[src/core_pkg.sv]
//~~~~~~~~~~~~~~~~~~~~~~~~~~~~~~~~~~~~~~~~~~~~~~~~
// Shared widths, opcodes and decode encodings for
// the five-stage RV32I core. Imported by every stage
//~~~~~~~~~~~~~~~~~~~~~~~~~~~~~~~~~~~~~~~~~~~~~~~~

package core_pkg;

	typedef logic [31:0] word_t;		// Data or instruction word
	typedef logic [4:0] reg_addr_t;		// Register number
	typedef logic [31:0] pc_t;			// Byte address, low bits used
	typedef logic [6:0] opcode_t;

	// ALU operation from decode
	typedef enum logic [3:0] {
		ALU_ADD,
		ALU_SUB,
		ALU_AND,
		ALU_OR,
		ALU_XOR,
		ALU_SLT,
		ALU_SLTU,
		ALU_SLL,
		ALU_SRL,
		ALU_SRA
	} alu_op_e;

	// Writeback source
	typedef enum logic [1:0] {
		WB_ALU,		// ALU result
		WB_LOAD,	// Data memory
		WB_PC4		// Return address for JAL
	} wb_sel_e;

	// Major opcodes handled by the core
	localparam opcode_t OPC_OP = 7'b0110011;
	localparam opcode_t OPC_OP_IMM = 7'b0010011;
	localparam opcode_t OPC_LUI = 7'b0110111;
	localparam opcode_t OPC_LOAD = 7'b0000011;
	localparam opcode_t OPC_STORE = 7'b0100011;
	localparam opcode_t OPC_BRANCH = 7'b1100011;
	localparam opcode_t OPC_JAL = 7'b1101111;

	localparam int INSTR_BYTES = 4;		// No compressed forms

endpackage

[src/hazard_unit.sv]
//~~~~~~~~~~~~~~~~~~~~~~~~~~~~~~~~~~~~~~~~~~~~~~~~
// Load-use detection, one bubble per hit
//~~~~~~~~~~~~~~~~~~~~~~~~~~~~~~~~~~~~~~~~~~~~~~~~

`timescale 1ns/1ps

module hazard_unit import core_pkg::*; (
	input reg_addr_t rs1,		// From the instruction in decode
	input reg_addr_t rs2,
	input logic uses_rs1,
	input logic uses_rs2,
	input reg_addr_t ex_rd,		// Instruction in execute
	input logic ex_is_load,
	input logic redirect,
	output logic stall,			// Hold PC and fetch/decode
	output logic bubble			// Empty decode/execute
);

	logic hit_a;
	logic hit_b;
	logic load_use;

	// Load data only exists at writeback, too late for the next instruction
	assign hit_a = uses_rs1 && (rs1 == ex_rd);
	assign hit_b = uses_rs2 && (rs2 == ex_rd);
	assign load_use = ex_is_load && (ex_rd != '0) && (hit_a || hit_b);

	// A flushed consumer needs no wait
	assign stall = load_use & ~redirect;
	assign bubble = stall;		// One bubble while the load moves to memory

endmodule

[config.mk]
export PLATFORM = sky130hd
export DESIGN_NAME = hazard_unit
export DESIGN_NICKNAME = d
export VERILOG_FILES = /design/src/core_pkg.sv /design/src/hazard_unit.sv
export SDC_FILE = /design/constraint.sdc
export NUM_CORES = 1
export LEC_CHECK = 0
export BUFFER_PORTS_ARGS = -buffer_cell sky130_fd_sc_hd__buf_4
export CORE_AREA = 2 2 39 41
export DETAILED_ROUTE_END_ITERATION = 8
export DIE_AREA = 0 0 41 43
export PLACE_DENSITY = 0.38
export SLEW_MARGIN = 20
export SYNTH_ARGS = -nofsm -noshare
export SYNTH_HDL_FRONTEND = slang
export SYNTH_SLANG_ARGS = --single-unit
[constraint.sdc]
create_clock -name vclk -period 1.25
set_clock_uncertainty 0.1 [all_clocks]
set_input_delay 0.1875 -clock vclk [all_inputs]
set_output_delay 0.1875 -clock vclk [all_outputs]
set_load 0.02 [all_outputs]
[After elaboration in Yosys (flattened, before gate mapping)]
Index checks and enable logic that the tools add are counted.
Word-level totals
  register bits: 0
  input bits: 19
  output and inout bits: 2
  logic and storage cells: 10
Cells by class
  eq/ne operators: 2
  bitwise logic cells: 2
  reductions and logical operators: 6
Operators with widths (count)
  5-bit equality test: 2
  5-bit nonzero test: 1
  1-bit logical AND: 4
  1-bit bitwise AND: 1
  1-bit logical OR: 1
  1-bit inverter: 1

[Logic depth before layout (Yosys ltp)]
Gate-level depths: netlist of run 1.
  depth after elaboration: 5
  mapped depth: 5
  mapped depth without buffers: 4

[Worst setup path before layout of run 1]
OpenSTA, ideal clock, no wires.
  kind: input to output
  start point: in ex_rd[1]
  end point: out stall
  data arrival time: 1322 ps
  required time: 962 ps
  path slack: -360 ps
  stages: 5
  path buffers: 1
  path through: xor2_1 nor4_2 nand3_1 a21oi_1 buf_4
On the way
  longest elaborated chain between the ends: 5
  elaborated cells between the ends (all ways): 9
  those cells by class: 2 x eq/ne; 1 x bitwise; 6 x reduce/logical
RTL lines
  start: declaration: RTL line hazard_unit.sv:12  | input reg_addr_t ex_rd,
  5-bit equality test (on tied branches): RTL line hazard_unit.sv:24, hazard_unit.sv:25
  1-bit logical AND (on tied branches): RTL line hazard_unit.sv:24, hazard_unit.sv:25
  1-bit logical OR: RTL line hazard_unit.sv:26  | assign load_use = ex_is_load && (ex_rd != '0) && (hit_a || hit_b);
  1-bit logical AND *: RTL line hazard_unit.sv:26
  1-bit bitwise AND *: RTL line hazard_unit.sv:29  | assign stall = load_use & ~redirect;
  end: declaration: RTL line hazard_unit.sv:15  | output logic stall,
Mark *: on every way between the ends. The rest lies on a longest branch, timed or not.

[Worst setup path in the final report of run 1]
  start point: in ex_rd[0]
  end point: out bubble
On the way
  longest elaborated chain between the ends: 5
  elaborated cells between the ends (all ways): 9
  those cells by class: 2 x eq/ne; 1 x bitwise; 6 x reduce/logical
RTL lines
  5-bit equality test (on tied branches): RTL line hazard_unit.sv:24, hazard_unit.sv:25
  1-bit logical AND (on tied branches): RTL line hazard_unit.sv:24, hazard_unit.sv:25
  1-bit logical OR: RTL line hazard_unit.sv:26
  1-bit logical AND *: RTL line hazard_unit.sv:26
  1-bit bitwise AND *: RTL line hazard_unit.sv:29
  end: declaration: RTL line hazard_unit.sv:16  | output logic bubble
Marks and branches as above.

==> out/metrics.csv, run 1 <==
metric,value,unit
outcome,"finished, violations left",
violations,setup timing,
avgSynthCellArea,7.77,sq um
drtPass1Iterations,1,
postRouteWirelength,572,um
drv_cap,0,
min_to,stall,
rsz0062_at_grt,true,
syn_area,148,sq um
period_needed,1.51,ns
synth_fp_nets,38,
seq_cell_count,0,
ant_nets,0,
crit_fanout,3,
via_count,217,
pre_cts_ws,-0.404,ns
drive_above_1_share,0.738,
p_per_area,280,nW/um^2
io_pins,21,
grt_max_degree,4,
grt.total_usage,0.0690,
die_y,43,um
relSlewSlack,0.845,
max_freq,661,MHz
yosys-top-cells-area,"xor2_1 47%, xnor2_1 12%, nor4_2 8.5%",
clkbuf_count,0,
row_count,14,
dr_wl_met3,95,um
criticalPathCategory,in2out,
ir_drop,0.0907,mV
drv_slew,0,
wl_per_cell,9.86,um
nets,63,
num_antenna_cells,0,
dieArea,1760,sq um
die_w,41,um
tightest_slew,0.231,ns
synth_warnings,0,
io_buffers,21,
min_path_cells,5,
synth_cell_type_count,10,
wl_met1,225,um
drc_errors,0,
hold-worst-slack,0.628,ns
worstPathArrival,1.23,ns
min_path_type,in2out,
topRoutingLayerUsed,met3,
postSynthCellCount,19,
critPathLaunchType,input pin,
viasPerCell,3.74,
period_share,1.21,
yosysTopAreaCellShare,0.475,
initial_utilization,0.107,
hp-start,redirect,
endpoint_kind,output port,
critPathRequiredTime,0.96,ns
area_growth,178,%
finalSetupViolations,2,
wl_met2,251,um
regArea,0,sq um
grt_pass1_vias,227,
antenna_found_initial,0,
report.final.hold_viol_count,0,
grt_pass1_wl,883,um
finish.utilization,0.297,
core-area,1380,sq um
grt-ovfl-total,0,
place_congestion,0.657,
cellLeakagePower,0.175,nW
place_hpwl,527,um
drtIter0Drc,0,
ys_seq_area_frac,0,
fin_ws,-0.263,ns
synth_top_cell_by_area,xor2_1,
## where the power goes
part	total, mW	switching [mW]	internal [mW]
clock network	0	0	0
registers	0	0	0
logic	0.115	0.0415	0.0733
## cell families (layout without fill, tap and decap cells)
| family | Yosys count | after routing | synth area share |
|---|---|---|---|
| xor+xnor | 10 | 10 | 0.593 |
| simple gates | 6 | 6 | 0.288 |
| compound gates | 2 | 2 | 0.0677 |
| buf+inv | 1 | 24 | 0.0509 |
## placed cells by master, fill, tap and decap left out
cell     count
buf_4       17
buf_6        7
xor2_1       5
xor2_2       3
nor4_2       2
xnor2_1      2
nand3_1      2
or4_1        1
nor2b_1      1
o21ai_2      1
a21oi_4      1
## synth_stat cells
cell and number:
nor4_2 1, a21oi_1 1, xor2_1 8, xnor2_1 2, or4_1 1, nand3_1 2, buf_4 1, nor4_1 1
nor2b_1 1, o21ai_1 1
## metrics by stage
step / power (mW) / std cells / TNS (ns) / instance area, sq um
finish: 0.115 / 58 / -0.526 / 410
global route: 0.126 / 58 / -0.713 / 410
CTS: 0.110 / 58 / -0.549 / 388
detailed placement: 0.0987 / 57 / -0.805 / 348
global placement: 0.0976 / 57 / -0.742 / 348
floorplan: 0.0344 / 19 / -0.182 / 166
## worst max-delay path by stage
| stage | slack, ns | cells past startpoint | from | to |
|---|---|---|---|---|
| final | -0.26 | 5 | ex_rd[0] | bubble |
| after global routing | -0.36 | 6 | rs1[2] | bubble |
| after CTS | -0.28 | 6 | ex_rd[2] | bubble |
| after detailed placement | -0.40 | 6 | ex_rd[0] | bubble |
| after global placement | -0.37 | 6 | ex_rd[0] | stall |
| after floorplan | -0.17 | 5 | ex_rd[0] | stall |
## repair_timing
item / in CTS / in global routing
pin swaps: 7 / 4
setup endpoints to repair: 2 / 2
gates resized for setup: 7 / 4
setup buffers: 1 / 0
hold buffers: 0 / 0
## critical path: stages
cell	delay (ns)
buf_4	0.13
or4_1	0.55
o21ai_2	0.18
a21oi_4	0.05
buf_6	0.13
## routing by layer
metal  up-vias  GRT usage
met2        21      0.125
met5         -          0
met4         0          0
met1        87     0.0825
li1        109          -
met3         0     0.0157
## cell type report
| class | instances | area [sq um] |
|---|---|---|
| repair buffers | 24 | 206 |
| well taps | 16 | 20.0 |
| fillers | 157 | 973 |
| multi-input cells | 18 | 184 |
Note: power is estimated with default switching activity, not from simulation.
==> inputs of run 2 (changes only) <==
ABC_AREA = 1   (was not set)
PLACE_DENSITY = 0.45   (was 0.38)
==> run 2 against run 1 <==
  * Final cell count rose by 64%
  * Largest cell class is now multi-input combinational cells
  * Wire length up 11%
  * Critical path depth is 3 higher
  * The run now ends clean
  * Combinational power increased by 19%
  * Design area up 21%
  * Die area did not move
  * First-iteration DRC count rose by 4
  * Power is 20% higher
  * Flip-flop and latch count unchanged
  * Worst hold slack better by 0.027 ns
  * Sequential share of layout area stayed put
==> out/metrics.csv, run 2 <==
metric,value,unit,change
dpl_cell_area,432,sq um,+24%
num_antenna_cells,0,,unchanged
grt_pass1_wl,993,um,+12%
critPathRequiredTime,0.96,ns,about the same
period_needed,1.21,ns,-0.299 ns
drv_cap,0,,unchanged
drc_errors,0,,unchanged
regArea,0,sq um,unchanged
cpMaxStageDelayCell,a21oi_4,,
drtIter0Drc,4,,+4
final_cell_area,497,sq um,+21%
yosys-top-cells-area,"nand2_1 40%, inv_1 19%, nor2_1 11%",,
die_y,43,um,unchanged
min_path_cells,5,,unchanged
via_count,366,,+69%
cellLeakagePower,0.295,nW,+69%
p_comb_frac,1.000,,about the same
row_count,14,,unchanged
worstPathArrival,0.93,ns,-0.30 ns
core-area,1380,sq um,unchanged
postRouteWirelength,634,um,+11%
synth_top_cell_by_area,nand2_1,,
p_clk_frac,0,,unchanged
report.final.hold_viol_count,0,,unchanged
dp_cells,95,,+67%
grt.total_usage,0.0749,,+0.00593
area_growth,111,%,
ant_nets,0,,unchanged
nets,100,,+59%
finalSetupViolations,0,,-2
yosysTopAreaCellShare,0.399,,-0.0756
ir_drop,0.0861,mV,-5.0%
wl_per_cell,6.67,um,-32%
cpPeakStageDelay,0.17,ns,-0.38 ns
layout_commonest_cell,nand2_1,,
synth_fp_nets,76,,+100%
endpoint_kind,output port,,
synth_cell_type_count,10,,unchanged
net-switching-power,0.0607,mW,+46%
drive_above_1_share,0.544,,-0.194
grt_max_degree,5,,+1
layout_common_cells,"20 x nand2_1, 16 x buf_4, 9 x inv_1, 8 x nand2_2, 6 x buf_6",,
p_per_area,277,nW/um^2,-1.1%
syn_area,235,sq um,+59%
synth_warnings,0,,unchanged
tightest_slew,0.184,ns,-0.0464 ns
io_buffers,21,,unchanged
fill_cells,166,,+5.7%
place_hpwl,579,um,+9.8%
min_path_type,in2out,,
max_freq,823,MHz,+25%
ys_seq_area_frac,0,,unchanged
hold_buffers,0,,unchanged
grt_pass1_vias,303,,+33%
place_congestion,0.749,,+14%
p_int,0.0768,mW,+4.8%
drv_slew,0,,unchanged
crit_chain,buf_4 -> inv_2 -> nand2_1 -> nand2_1 -> nor2_2 -> nand3_2 -> a21oi_4 -> buf_6,,
setup-tns-final,0,ns,+0.526 ns
synth_most_common_cell,nand2_1,,
switching_share,0.441,,+0.0798
die_w,41,um,unchanged
grt-ovfl-total,0,,unchanged
crit_buf_inv,3,,+1
cp.depth,8,,+3
seq_cell_count,0,,unchanged
finalNonFillerCells,95,,+64%
crit_fanout,4,,+1
avgSynthCellArea,4.13,sq um,-47%
antenna_found_initial,0,,unchanged
period_share,0.972,,-0.239
cp_top_family,simple AND/OR/NAND/NOR gates,,
criticalPathCategory,in2out,,
rsz0062_at_grt,true,,
outcome,"finished, final reports clean",,
io_pins,21,,unchanged
seq_power_share,0,,unchanged
synth_commonest_cells,"25 x nand2_1, 12 x inv_1, 7 x nor2_1",,
critPathLaunchType,input pin,,
clkbuf_count,0,,unchanged
drtPass1Iterations,2,,+1
multi_input_area,216,sq um,+18%
postCtsSetupBuffers,0,,-1
crit_path_frequent_cell,nand2_1,,
dieArea,1760,sq um,unchanged
initial_utilization,0.170,,+0.0633
relSlewSlack,0.876,,+0.0313
postSynthCellCount,57,,+38
viasPerCell,3.85,,+3.0%
## run 2: routing by layer
metal,vias to the layer above,part of all wire,GRT usage
met4,0,0,0
met2,11,0.50,0.147
li1,208,-,-
met3,0,0.076,0
met1,147,0.42,0.0886
met5,-,0,0
## run 2: cells by family after synthesis
kind of cell | after synthesis | share of synthesized area
AOI/OAI and AO/OA | 1 | 0.0213
and+or+nand+nor | 41 | 0.723
buffers and inverters | 15 | 0.255
## run 2: metrics by stage
stage          total power, mW  setup WS [ns]  hold WS (ns)  utilization
6_report                 0.137         0.0355         0.654        0.359
4_1_cts                  0.125        0.00191         0.656        0.331
3_3_place_gp             0.117        -0.0256         0.673        0.312
2_1_floorplan           0.0506         0.0386         0.440            -
5_1_grt                  0.154        -0.0623         0.682        0.359
3_5_place_dp             0.117        -0.0273         0.674        0.312
## run 2: cell type report
class | instances | area share
Multi-Input combinational cell | 42 | 0.436
Timing Repair Buffer | 23 | 0.408
Inverter | 14 | 0.116
Tap cell | 16 | 0.0403
## run 2: timing repair
action	in CTS	in global routing
hold endpoints to repair	0	0
endpoints found under the setup margin	2	2
pin swaps	9	7
gates resized for setup	10	13
## run 2: path summary, 6_finish.rpt
kind                 start      to  slack [ns]
hold / removal    redirect   stall        0.65
setup / recovery  ex_rd[0]  bubble        0.04
## run 2: power by group through the flow
stage               clock (mW)  sequential, mW  combinational, mW
detailed placement           0               0              0.117
global placement             0               0              0.117
finish                       0               0              0.137
floorplan                    0               0             0.0506
global route                 0               0              0.154
CTS                          0               0              0.125
## run 2: worst min-delay path: cells and delay by family
| kind | cells | cell delay [ns] |
|---|---|---|
| AOI/OAI and AO/OA | 1 | 0.05 |
| buffers and inverters | 3 | 0.22 |
| and+or+nand+nor | 1 | 0.11 |
