===== src/core_pkg.sv =====
//~~~~~~~~~~~~~~~~~~~~~~~~~~~~~~~~~~~~~~~~~~~~~~~~
// Shared widths, opcodes and decode encodings for
// the five-stage RV32I core. Imported by every stage
//~~~~~~~~~~~~~~~~~~~~~~~~~~~~~~~~~~~~~~~~~~~~~~~~

package core_pkg;

	typedef logic [31:0] word_t;		// Data or instruction word
	typedef logic [4:0] reg_addr_t;		// Register number
	typedef logic [31:0] pc_t;			// Byte address, low bits used
	typedef logic [6:0] opcode_t;

	// ALU operation from decode
	typedef enum logic [3:0] {
		ALU_ADD,
		ALU_SUB,
		ALU_AND,
		ALU_OR,
		ALU_XOR,
		ALU_SLT,
		ALU_SLTU,
		ALU_SLL,
		ALU_SRL,
		ALU_SRA
	} alu_op_e;

	// Writeback source
	typedef enum logic [1:0] {
		WB_ALU,		// ALU result
		WB_LOAD,	// Data memory
		WB_PC4		// Return address for JAL
	} wb_sel_e;

	// Major opcodes handled by the core
	localparam opcode_t OPC_OP = 7'b0110011;
	localparam opcode_t OPC_OP_IMM = 7'b0010011;
	localparam opcode_t OPC_LUI = 7'b0110111;
	localparam opcode_t OPC_LOAD = 7'b0000011;
	localparam opcode_t OPC_STORE = 7'b0100011;
	localparam opcode_t OPC_BRANCH = 7'b1100011;
	localparam opcode_t OPC_JAL = 7'b1101111;

	localparam int INSTR_BYTES = 4;		// No compressed forms

endpackage


===== src/core_bus_if.sv =====
//~~~~~~~~~~~~~~~~~~~~~~~~~~~~~~~~~~~~~~~~~~~~~~~~
// Results of the memory and writeback stages, fed
// back for forwarding and the register file write
//~~~~~~~~~~~~~~~~~~~~~~~~~~~~~~~~~~~~~~~~~~~~~~~~

`timescale 1ns/1ps

interface core_bus_if import core_pkg::*; ();

	// Memory stage one cycle behind execute
	reg_addr_t mem_rd;
	logic mem_wr_en;
	word_t mem_result;		// ALU result

	// Writeback stage value going into the register file
	reg_addr_t wb_rd;
	logic wb_wr_en;
	word_t wb_data;

	// Driver side
	modport memory (
		output mem_rd, mem_wr_en, mem_result,
		output wb_rd, wb_wr_en, wb_data
	);

	// Forwarding muxes look at both stages
	modport execute (
		input mem_rd, mem_wr_en, mem_result,
		input wb_rd, wb_wr_en, wb_data
	);

	// Register file write port
	modport decode (
		input wb_rd, wb_wr_en, wb_data
	);

endinterface


===== src/execute_stage.sv =====
//~~~~~~~~~~~~~~~~~~~~~~~~~~~~~~~~~~~~~~~~~~~~~~~~
// Forwarding, ALU, branch resolution and the
// execute/memory register
//~~~~~~~~~~~~~~~~~~~~~~~~~~~~~~~~~~~~~~~~~~~~~~~~

`timescale 1ns/1ps

module execute_stage import core_pkg::*; (
	input logic clk,
	input logic reset,
	input logic ex_valid,
	input pc_t ex_pc,
	input word_t ex_op_a,
	input word_t ex_op_b,
	input word_t ex_imm,
	input reg_addr_t ex_rd,
	input reg_addr_t ex_rs1,
	input reg_addr_t ex_rs2,
	input alu_op_e ex_alu_op,
	input wb_sel_e ex_wb_sel,
	input logic ex_wr_en,
	input logic ex_is_load,
	input logic ex_is_store,
	input logic ex_is_branch,
	input logic ex_is_jump,
	input logic [2:0] ex_funct3,
	input logic ex_use_imm,
	core_bus_if.execute bus,
	output logic redirect,			// One-cycle pulse
	output pc_t redirect_target,
	output logic mem_valid,
	output word_t mem_alu,
	output word_t mem_store_data,
	output reg_addr_t mem_rd,
	output logic mem_wr_en,
	output wb_sel_e mem_wb_sel,
	output logic mem_is_load,
	output logic mem_is_store,
	output pc_t mem_pc4
);

	word_t fwd_a, fwd_b;		// Register operands after forwarding
	word_t alu_b;
	word_t alu_out;
	logic cond;					// Branch condition from funct3

	// Memory stage first, then writeback, else decode's read
	function automatic word_t fwd(input reg_addr_t rs, input word_t rf_val);
		if (rs == '0)
			fwd = rf_val;
		else if (bus.mem_wr_en && bus.mem_rd == rs)
			fwd = bus.mem_result;
		else if (bus.wb_wr_en && bus.wb_rd == rs)
			fwd = bus.wb_data;
		else
			fwd = rf_val;
	endfunction

	always_comb begin
		fwd_a = fwd(ex_rs1, ex_op_a);
		fwd_b = fwd(ex_rs2, ex_op_b);
	end

	assign alu_b = ex_use_imm ? ex_imm : fwd_b;

	always_comb begin
		case (ex_alu_op)
			ALU_SUB: alu_out = fwd_a - alu_b;
			ALU_AND: alu_out = fwd_a & alu_b;
			ALU_OR: alu_out = fwd_a | alu_b;
			ALU_XOR: alu_out = fwd_a ^ alu_b;
			ALU_SLT: alu_out = word_t'($signed(fwd_a) < $signed(alu_b));
			ALU_SLTU: alu_out = word_t'(fwd_a < alu_b);
			ALU_SLL: alu_out = fwd_a << alu_b[4:0];
			ALU_SRL: alu_out = fwd_a >> alu_b[4:0];
			ALU_SRA: alu_out = word_t'($signed(fwd_a) >>> alu_b[4:0]);
			default: alu_out = fwd_a + alu_b;	// ADD, address, LUI
		endcase
	end

	always_comb begin
		case (ex_funct3)
			3'b000: cond = (fwd_a == fwd_b);		// BEQ
			3'b001: cond = (fwd_a != fwd_b);		// BNE
			3'b100: cond = ($signed(fwd_a) < $signed(fwd_b));	// BLT
			3'b101: cond = ($signed(fwd_a) >= $signed(fwd_b));	// BGE
			default: cond = 1'b0;
		endcase
	end

	assign redirect = ex_valid & (ex_is_jump | (ex_is_branch & cond));
	assign redirect_target = ex_pc + ex_imm;	// Same adder for branch and JAL

	always_ff @(posedge clk) begin
		if (reset) begin
			mem_valid <= 1'b0;
			{mem_wr_en, mem_is_load, mem_is_store} <= '0;
		end else begin
			mem_valid <= ex_valid;
			mem_wr_en <= ex_wr_en;
			mem_is_load <= ex_is_load;
			mem_is_store <= ex_is_store;
		end
	end

	always_ff @(posedge clk) begin
		mem_alu <= alu_out;
		mem_store_data <= fwd_b;		// SW data is rs2
		mem_rd <= ex_rd;
		mem_wb_sel <= ex_wb_sel;
		mem_pc4 <= ex_pc + pc_t'(INSTR_BYTES);	// JAL link
	end

endmodule


===== src/flat_wrapper.sv =====
// flat-port wrapper written by rule: the top's interface ports become plain ports
module execute_stage_flat import core_pkg::*;
  (clk, reset, ex_valid, ex_pc, ex_op_a, ex_op_b, ex_imm, ex_rd, ex_rs1, ex_rs2, ex_alu_op, ex_wb_sel, ex_wr_en, ex_is_load, ex_is_store, ex_is_branch, ex_is_jump, ex_funct3, ex_use_imm, redirect, redirect_target, mem_valid, mem_alu, mem_store_data, mem_rd, mem_wr_en, mem_wb_sel, mem_is_load, mem_is_store, mem_pc4, bus_mem_rd, bus_mem_wr_en, bus_mem_result, bus_wb_rd, bus_wb_wr_en, bus_wb_data);
  core_bus_if bus_i ();
  input logic clk;
  input logic reset;
  input logic ex_valid;
  input pc_t ex_pc;
  input word_t ex_op_a;
  input word_t ex_op_b;
  input word_t ex_imm;
  input reg_addr_t ex_rd;
  input reg_addr_t ex_rs1;
  input reg_addr_t ex_rs2;
  input alu_op_e ex_alu_op;
  input wb_sel_e ex_wb_sel;
  input logic ex_wr_en;
  input logic ex_is_load;
  input logic ex_is_store;
  input logic ex_is_branch;
  input logic ex_is_jump;
  input logic [2:0] ex_funct3;
  input logic ex_use_imm;
  output logic redirect;
  output pc_t redirect_target;
  output logic mem_valid;
  output word_t mem_alu;
  output word_t mem_store_data;
  output reg_addr_t mem_rd;
  output logic mem_wr_en;
  output wb_sel_e mem_wb_sel;
  output logic mem_is_load;
  output logic mem_is_store;
  output pc_t mem_pc4;
  input wire logic [$bits(bus_i.mem_rd)-1:0] bus_mem_rd;
  input wire logic [$bits(bus_i.mem_wr_en)-1:0] bus_mem_wr_en;
  input wire logic [$bits(bus_i.mem_result)-1:0] bus_mem_result;
  input wire logic [$bits(bus_i.wb_rd)-1:0] bus_wb_rd;
  input wire logic [$bits(bus_i.wb_wr_en)-1:0] bus_wb_wr_en;
  input wire logic [$bits(bus_i.wb_data)-1:0] bus_wb_data;
  assign bus_i.mem_rd = bus_mem_rd;
  assign bus_i.mem_wr_en = bus_mem_wr_en;
  assign bus_i.mem_result = bus_mem_result;
  assign bus_i.wb_rd = bus_wb_rd;
  assign bus_i.wb_wr_en = bus_wb_wr_en;
  assign bus_i.wb_data = bus_wb_data;
  execute_stage u_core (.clk(clk), .reset(reset), .ex_valid(ex_valid), .ex_pc(ex_pc), .ex_op_a(ex_op_a), .ex_op_b(ex_op_b), .ex_imm(ex_imm), .ex_rd(ex_rd), .ex_rs1(ex_rs1), .ex_rs2(ex_rs2), .ex_alu_op(ex_alu_op), .ex_wb_sel(ex_wb_sel), .ex_wr_en(ex_wr_en), .ex_is_load(ex_is_load), .ex_is_store(ex_is_store), .ex_is_branch(ex_is_branch), .ex_is_jump(ex_is_jump), .ex_funct3(ex_funct3), .ex_use_imm(ex_use_imm), .bus(bus_i), .redirect(redirect), .redirect_target(redirect_target), .mem_valid(mem_valid), .mem_alu(mem_alu), .mem_store_data(mem_store_data), .mem_rd(mem_rd), .mem_wr_en(mem_wr_en), .mem_wb_sel(mem_wb_sel), .mem_is_load(mem_is_load), .mem_is_store(mem_is_store), .mem_pc4(mem_pc4));
endmodule

===== config.mk =====
export PLATFORM = sky130hd
export DESIGN_NAME = execute_stage_flat
export DESIGN_NICKNAME = d
export VERILOG_FILES = /design/src/core_pkg.sv /design/src/core_bus_if.sv /design/src/execute_stage.sv /design/src/flat_wrapper.sv
export SDC_FILE = /design/constraint.sdc
export NUM_CORES = 1
export LEC_CHECK = 0
export ABC_AREA = 1
export BUFFER_PORTS_ARGS = -buffer_cell sky130_fd_sc_hd__buf_2
export CORE_MARGIN = 2
export CORE_UTILIZATION = 30
export DETAILED_ROUTE_END_ITERATION = 8
export GPL_TIMING_DRIVEN = 0
export HOLD_SLACK_MARGIN = 0.02
export PLACE_DENSITY = 0.63
export SLEW_MARGIN = 20
export SYNTH_ARGS = -nofsm -noshare
export SYNTH_HDL_FRONTEND = slang
export SYNTH_SLANG_ARGS = --single-unit

===== constraint.sdc =====
create_clock -name clk -period 3.64 [get_ports clk]
set_clock_uncertainty 0.2 [all_clocks]
set_input_delay 0.182 -clock clk [delete_from_list [all_inputs] [get_ports clk]]
set_output_delay 0.182 -clock clk [all_outputs]
set_load 0.1 [all_outputs]

======== Word-level counts from Yosys, hierarchy flattened ========
Index checks and enable logic that the tools add are counted.
word-level totals
  logic and storage cells ................. 60
  register bits ........................... 107
operators by class
  reduce and logical (&&, ||, !) cells .... 7
  magnitude comparators ................... 4
  shift operators ......................... 3
  equal/unequal tests ..................... 18
  add/subtract/negate cells ............... 4
  muxes and demuxes ....................... 9
  bitwise operators ....................... 6
operators with widths
  kind                                           count
  case mux 32 bit (9 select lines)               1
  2-to-1 mux 32 bit                              7
  < comparator 32 bit                            3
  adder 32 bit                                   2
  adder 32 x 3 -> 32 bit, second input constant  1
  bitwise AND 32 bit                             1
  == test 32 bit                                 1
  >= comparator 32 bit                           1
  != test 32 bit                                 1
  bitwise OR 32 bit                              1
  << shifter 32 x 5 -> 32 bit                    1
  right shift 32 x 5 -> 32 bit                   1
  >>> shifter 32 x 5 -> 32 bit                   1
  subtractor 32 bit                              1
  bitwise XOR 32 bit                             1
  == test 5 bit                                  4
  == test 4 x 3 -> 1 bit, second input constant  4
  zero test 5 bit                                2
  == test 4 x 2 -> 1 bit, second input constant  2
  == test 4 bit, second input constant           2
  == test 3 bit, second input constant           2
  == test 4 x 1 -> 1 bit, second input constant  1
  logical AND 1 bit                              4
  case mux 1 bit (4 select lines)                1
  4 further kinds                                5

======== Logic depth before layout (Yosys ltp) ========
  depth in word-level cells ............... 10
  gate-level depth with buffers ........... 34

======== Worst setup path after synthesis ========
No wires, ideal clock.
  path type ............................... input -> output
  start ................................... in ex_rs2[4]
  end ..................................... out redirect
  path slack .............................. -0.931 ns
  stages .................................. 22
  arrival time ............................ 4.189 ns
  path buffers ............................ 2
  cell sequence ........................... inv_1 nand2_1 a21oi_1 nand3_1 nand2_1 nand2_1 inv_2 buf_6 clkbuf_1 o21a_1 inv_1 ha_1 and3_1 a21oi_1 a21oi_1 nor4_1 o211ai_1 nand3_1 nand2_1 nand2_1 o21ai_0 a21oi_1
between the ends
  longest elaborated chain between the ends .. 10
  elaborated cells between the ends (all ways) .. 16
  classes of those cells .................. order compare: 2; eq/ne: 4; mux: 4; bitwise: 3; reduce/logical: 3
RTL lines
  item                                          line                 RTL
  from (decl)                                   flat_wrapper.sv:14   input reg_addr_t ex_rs2;
  == test 5 bit                                 execute_stage.sv:53  else if (bus.wb_wr_en && bus.wb_rd == rs)
  logical AND 1 bit                             execute_stage.sv:53
  2-to-1 mux 32 bit                             execute_stage.sv:53
  2-to-1 mux 32 bit                             execute_stage.sv:51  else if (bus.mem_wr_en && bus.mem_rd == rs)
  2-to-1 mux 32 bit *                           execute_stage.sv:49  if (rs == '0)
  named net u_core.fwd_b[27]                    execute_stage.sv:42  word_t fwd_a, fwd_b;
  >= comparator 32 bit (tied with other cells)  execute_stage.sv:86  3'b101: cond = ($signed(fwd_a) >= $signed(fwd_b));
  case mux 1 bit (4 select lines) *             execute_stage.sv:82  case (ex_funct3)
  bitwise AND 1 bit *                           execute_stage.sv:91  assign redirect = ex_valid & (ex_is_jump | (ex_is_branch & cond));
  bitwise OR 1 bit *                            execute_stage.sv:91
  bitwise AND 1 bit *                           execute_stage.sv:91
  to (decl)                                     flat_wrapper.sv:24   output logic redirect;
Mark *: on every way through the listed nets, which the timed path passes. The rest lies on a longest branch.

======== Final worst setup path ========
  start ................................... in ex_rs1[0]
  end ..................................... out redirect
between the ends
  longest elaborated chain between the ends .. 10
  elaborated cells between the ends (all ways) .. 16
  classes of those cells .................. order compare: 2; eq/ne: 4; mux: 4; bitwise: 3; reduce/logical: 3
RTL lines
  item                                          line                 RTL
  from (decl)                                   flat_wrapper.sv:13   input reg_addr_t ex_rs1;
  == test 5 bit                                 execute_stage.sv:53
  logical AND 1 bit                             execute_stage.sv:53
  2-to-1 mux 32 bit                             execute_stage.sv:53
  2-to-1 mux 32 bit                             execute_stage.sv:51
  2-to-1 mux 32 bit *                           execute_stage.sv:49
  >= comparator 32 bit (tied with other cells)  execute_stage.sv:86
  case mux 1 bit (4 select lines) *             execute_stage.sv:82
  bitwise AND 1 bit *                           execute_stage.sv:91
  bitwise OR 1 bit *                            execute_stage.sv:91
  bitwise AND 1 bit *                           execute_stage.sv:91
Mark *: on every way between the ends. The rest lies on a longest branch, timed or not.

==> results.toml <==
[synth]
synth-xor-area-share = 0.0424
yosys.area_share.adder = 0.126
ys_warn_count = 0
syn_area_mm2 = 0.0165
synth_compound_gate_area_share = 0.211
syn_inst = 2831
yosysUniqueCellTypes = 67
synth_edf_count = 0
syn-num-nets = 3232
synthFlopType = "dfxtp_1"
synth_top_family_by_area = "simple AND/OR/NAND/NOR gates"
ys_seq_area_frac = 0.130
synth-simple-area-share = 0.371
avgSynthCellArea_um2 = 5.83
synthMuxAreaShare = 0
ys_ff_latch = 107
synthArstFlopShare = 0

[die]
std_cell_rows = 85
fp.dieArea_mm2 = 0.0569
initial_core_util = 0.305
pin_count = 377
core_mm2 = 0.0541
die_h_um = 239
die_w_um = 239

[grt]
antenna_found_initial = 18
grt_pass1_vias = 22000
grt_pass1_wl_um = 145000
grt_max_degree = 25
grt_usage = 0.349
gr-total-overflow = 0

[placement]
post-place-ws_ps = -2250
gp_congestion = 1.04
dpl_cell_area_mm2 = 0.0194
hpwl_um = 81200
port_buffers = 373

[finish]
stdcell_area_mm2 = 0.0249
nNetsFinal = 3896
drive_gt1_frac = 0.318
area_delta_synth_final_pct = 50.8

[setup_path]
crit_fanout = 4
crit_arrival_ps = 3660
crit_type = "primary input to output port"
crit_path_start = "ex_rs1[0]"
cp_data_required_time_ps = 3260
cpPeakStageDelay_ps = 350
critical_path.cell_chain = "buf_2, inv_2, nand2_1, nor4_4, buf_4, buf_4, buf_4, nor2_1, nand2_1, o21a_2, inv_1, ha_1, nand3_1, nand2_1, nand2_1, a21oi_2, o21ai_2, o211ai_1, nand3_1, nand2_1, nand2_1, o21ai_2, a21oi_2, buf_12"
endpoint_kind = "output port"
worst_path_most_repeated_cell = "nand2_1"
start_kind = "primary input"
crit_slowest_cell = "ha_1"

[sta]
period_share = 1.11
worst_slew_pin_slew_ps = 948
finalMaxSlewViolations = 0
hold_violations = 0
setup_violations = 24
rsz0062_at_grt = "true"
fmax_ghz = 0.247
finalWorstSetupSlack_ps = -406
fin_crit_ps = 4050
relSlewSlack = 0.360

[detailed_routing]
dr.pass1.iters = 6
drc = 0
antenna_left = 0
vias_per_cell = 5.77
drt_iter0_markers = 3459
wire_per_inst_um = 25.0
totalWireLength_um = 105000
via_count = 24300

[clock_tree]
cts.sinks = 107
cts_buffers = 9
htree_levels = 3
clk_pin_slew_ps = 90
root_buffer = "clkbuf_16"
tritoncts = "done"
clock_path_buffers = 2

[pwr]
p_total_uw = 9350
powerDensity_mw_per_mm2 = 375
power_leakage_uw = 0.0122
ir_worst_vdd_mv = 0.318

[min_path]
hold_path.startpoint = "ex_pc[16]"
hold_class = "primary input to flop"

[flow_run]
max_cap_viol_count = 0

[status]
violations = "setup timing"
status = "complete, but fails checks"
==> synthesized netlist by cell type, types with 8 or more instances <==
| master | instances | share of area |
|---|---|---|
| buf_2 | 35 | 0.011 |
| o21a_1 | 37 | 0.017 |
| o22ai_1 | 16 | 0.0061 |
| nor4_1 | 12 | 0.0045 |
| inv_1 | 344 | 0.078 |
| o21ai_1 | 20 | 0.0061 |
| a21oi_1 | 215 | 0.065 |
| buf_4 | 15 | 0.0068 |
| nand2_1 | 655 | 0.15 |
| dfxtp_1 | 107 | 0.13 |
| nand3_1 | 378 | 0.11 |
| a21boi_0 | 10 | 0.0045 |
| a221oi_1 | 11 | 0.0058 |
| nor2_1 | 238 | 0.054 |
| a22oi_2 | 10 | 0.0076 |
| xor2_1 | 67 | 0.036 |
| nand4_1 | 31 | 0.012 |
| a31oi_1 | 8 | 0.0030 |
| clkbuf_1 | 68 | 0.015 |
| o211ai_1 | 20 | 0.0091 |
| ha_1 | 161 | 0.12 |
| nor2_2 | 19 | 0.0072 |
| o21ai_0 | 198 | 0.060 |
| nor3_1 | 20 | 0.0061 |
| xnor2_1 | 13 | 0.0069 |
| inv_2 | 16 | 0.0036 |
==> placed cells by master (no fill, tap or decap), types with 16 or more instances in the layout <==
master         count
nand4_1           31
dfxtp_1          107
o21a_1            24
dlygate4sd3_1    113
clkbuf_1          27
o21ai_1           49
ha_1             123
o22ai_1           16
nand2_2           54
nand2_4           17
inv_1            292
o21ai_2           40
a21oi_2           43
nor2_4            18
ha_4              29
clkbuf_16         17
buf_6             34
buf_2            371
nand3_1          352
o211ai_1          20
nand3_2           28
xor2_1            53
buf_4            180
o21ai_0          116
o21ai_4           19
inv_2             48
nor2_2            28
a21oi_1          163
nor2_1           213
nand2_1          590
==> stage by stage <==
step                cells  setup TNS (ps)  utilization  hold slack [ps]
floorplan            2831            -861            -             9.72
global placement     3900          -71480        0.359             84.5
detailed placement   3900          -70160        0.359             85.6
CTS                  4109           -3410        0.424             24.2
global route         4208           -6850        0.460             48.0
finish               4208           -4110        0.460             36.8
==> flip-flops by register name (all words and copies together) (netlist names) <==
signal / count
u_core.mem_wb_sel: 2
u_core.mem_wr_en: 1
u_core.mem_alu: 32
u_core.mem_pc4: 32
u_core.mem_rd: 5
u_core.mem_valid: 1
u_core.mem_store_data: 32
u_core.mem_is_load: 1
u_core.mem_is_store: 1
==> final timing paths <==
path,endpoint,cells past startpoint
hold / removal,u_core.mem_pc4[17],4
setup / recovery,redirect,24
==> area by class of cell <==
cell class	instances	area (um^2)
diodes	12	30.0
plain buffers	101	813
clock buffers	9	225
clock inverters	7	103
fillers	5643	29200
inverters	363	1450
multi-input cells	2237	14400
flip-flops and latches	107	2140
well taps	696	871
repair buffers	675	4840
repair inverters	1	6.26
==> worst max-delay path, delay by kind of cell <==
kind	cells	cell delay (ps)
buffers and inverters	7	1140
AOI/OAI and AO/OA	6	1100
and+or+nand+nor	10	880
adders and majority gates	1	350
==> power by group <==
part | switching, uW | leakage, uW | internal [uW] | total (uW)
clock | 734 | 0.000160 | 516 | 1250
sequential | 37.4 | 0.000902 | 1330 | 1360
combinational | 4860 | 0.0112 | 1880 | 6730
==> timing repair <==
| action | 4_1_cts | 5_1_grt |
|---|---|---|
| endpoints found under the setup margin | 54 | 44 |
| cloned | 8 | 4 |
| pin swaps | 103 | 139 |
| resized for setup | 385 | 344 |
| hold buffers | 113 | 0 |
| hold endpoints to repair | 74 | 0 |
| setup buffers | 94 | 88 |
==> metal layers <==
layer  vias up  routed length (um)  GRT usage
li1      10800                   -          -
met5         -                  48          0
met1     11300               40100      0.440
met3       414               13000     0.0928
met4         6                6920      0.201
met2      1797               45300      0.536
==> kinds of logic (layout without fill, tap and decap cells) <==
logic type	Yosys count	after routing
xor+xnor	80	80
simple gates	1396	1397
buf+inv	488	1156
fa+ha+maj	164	164
flops	107	107
compound gates	596	596
other cells	0	12
(Power assumes the default switching activity.)
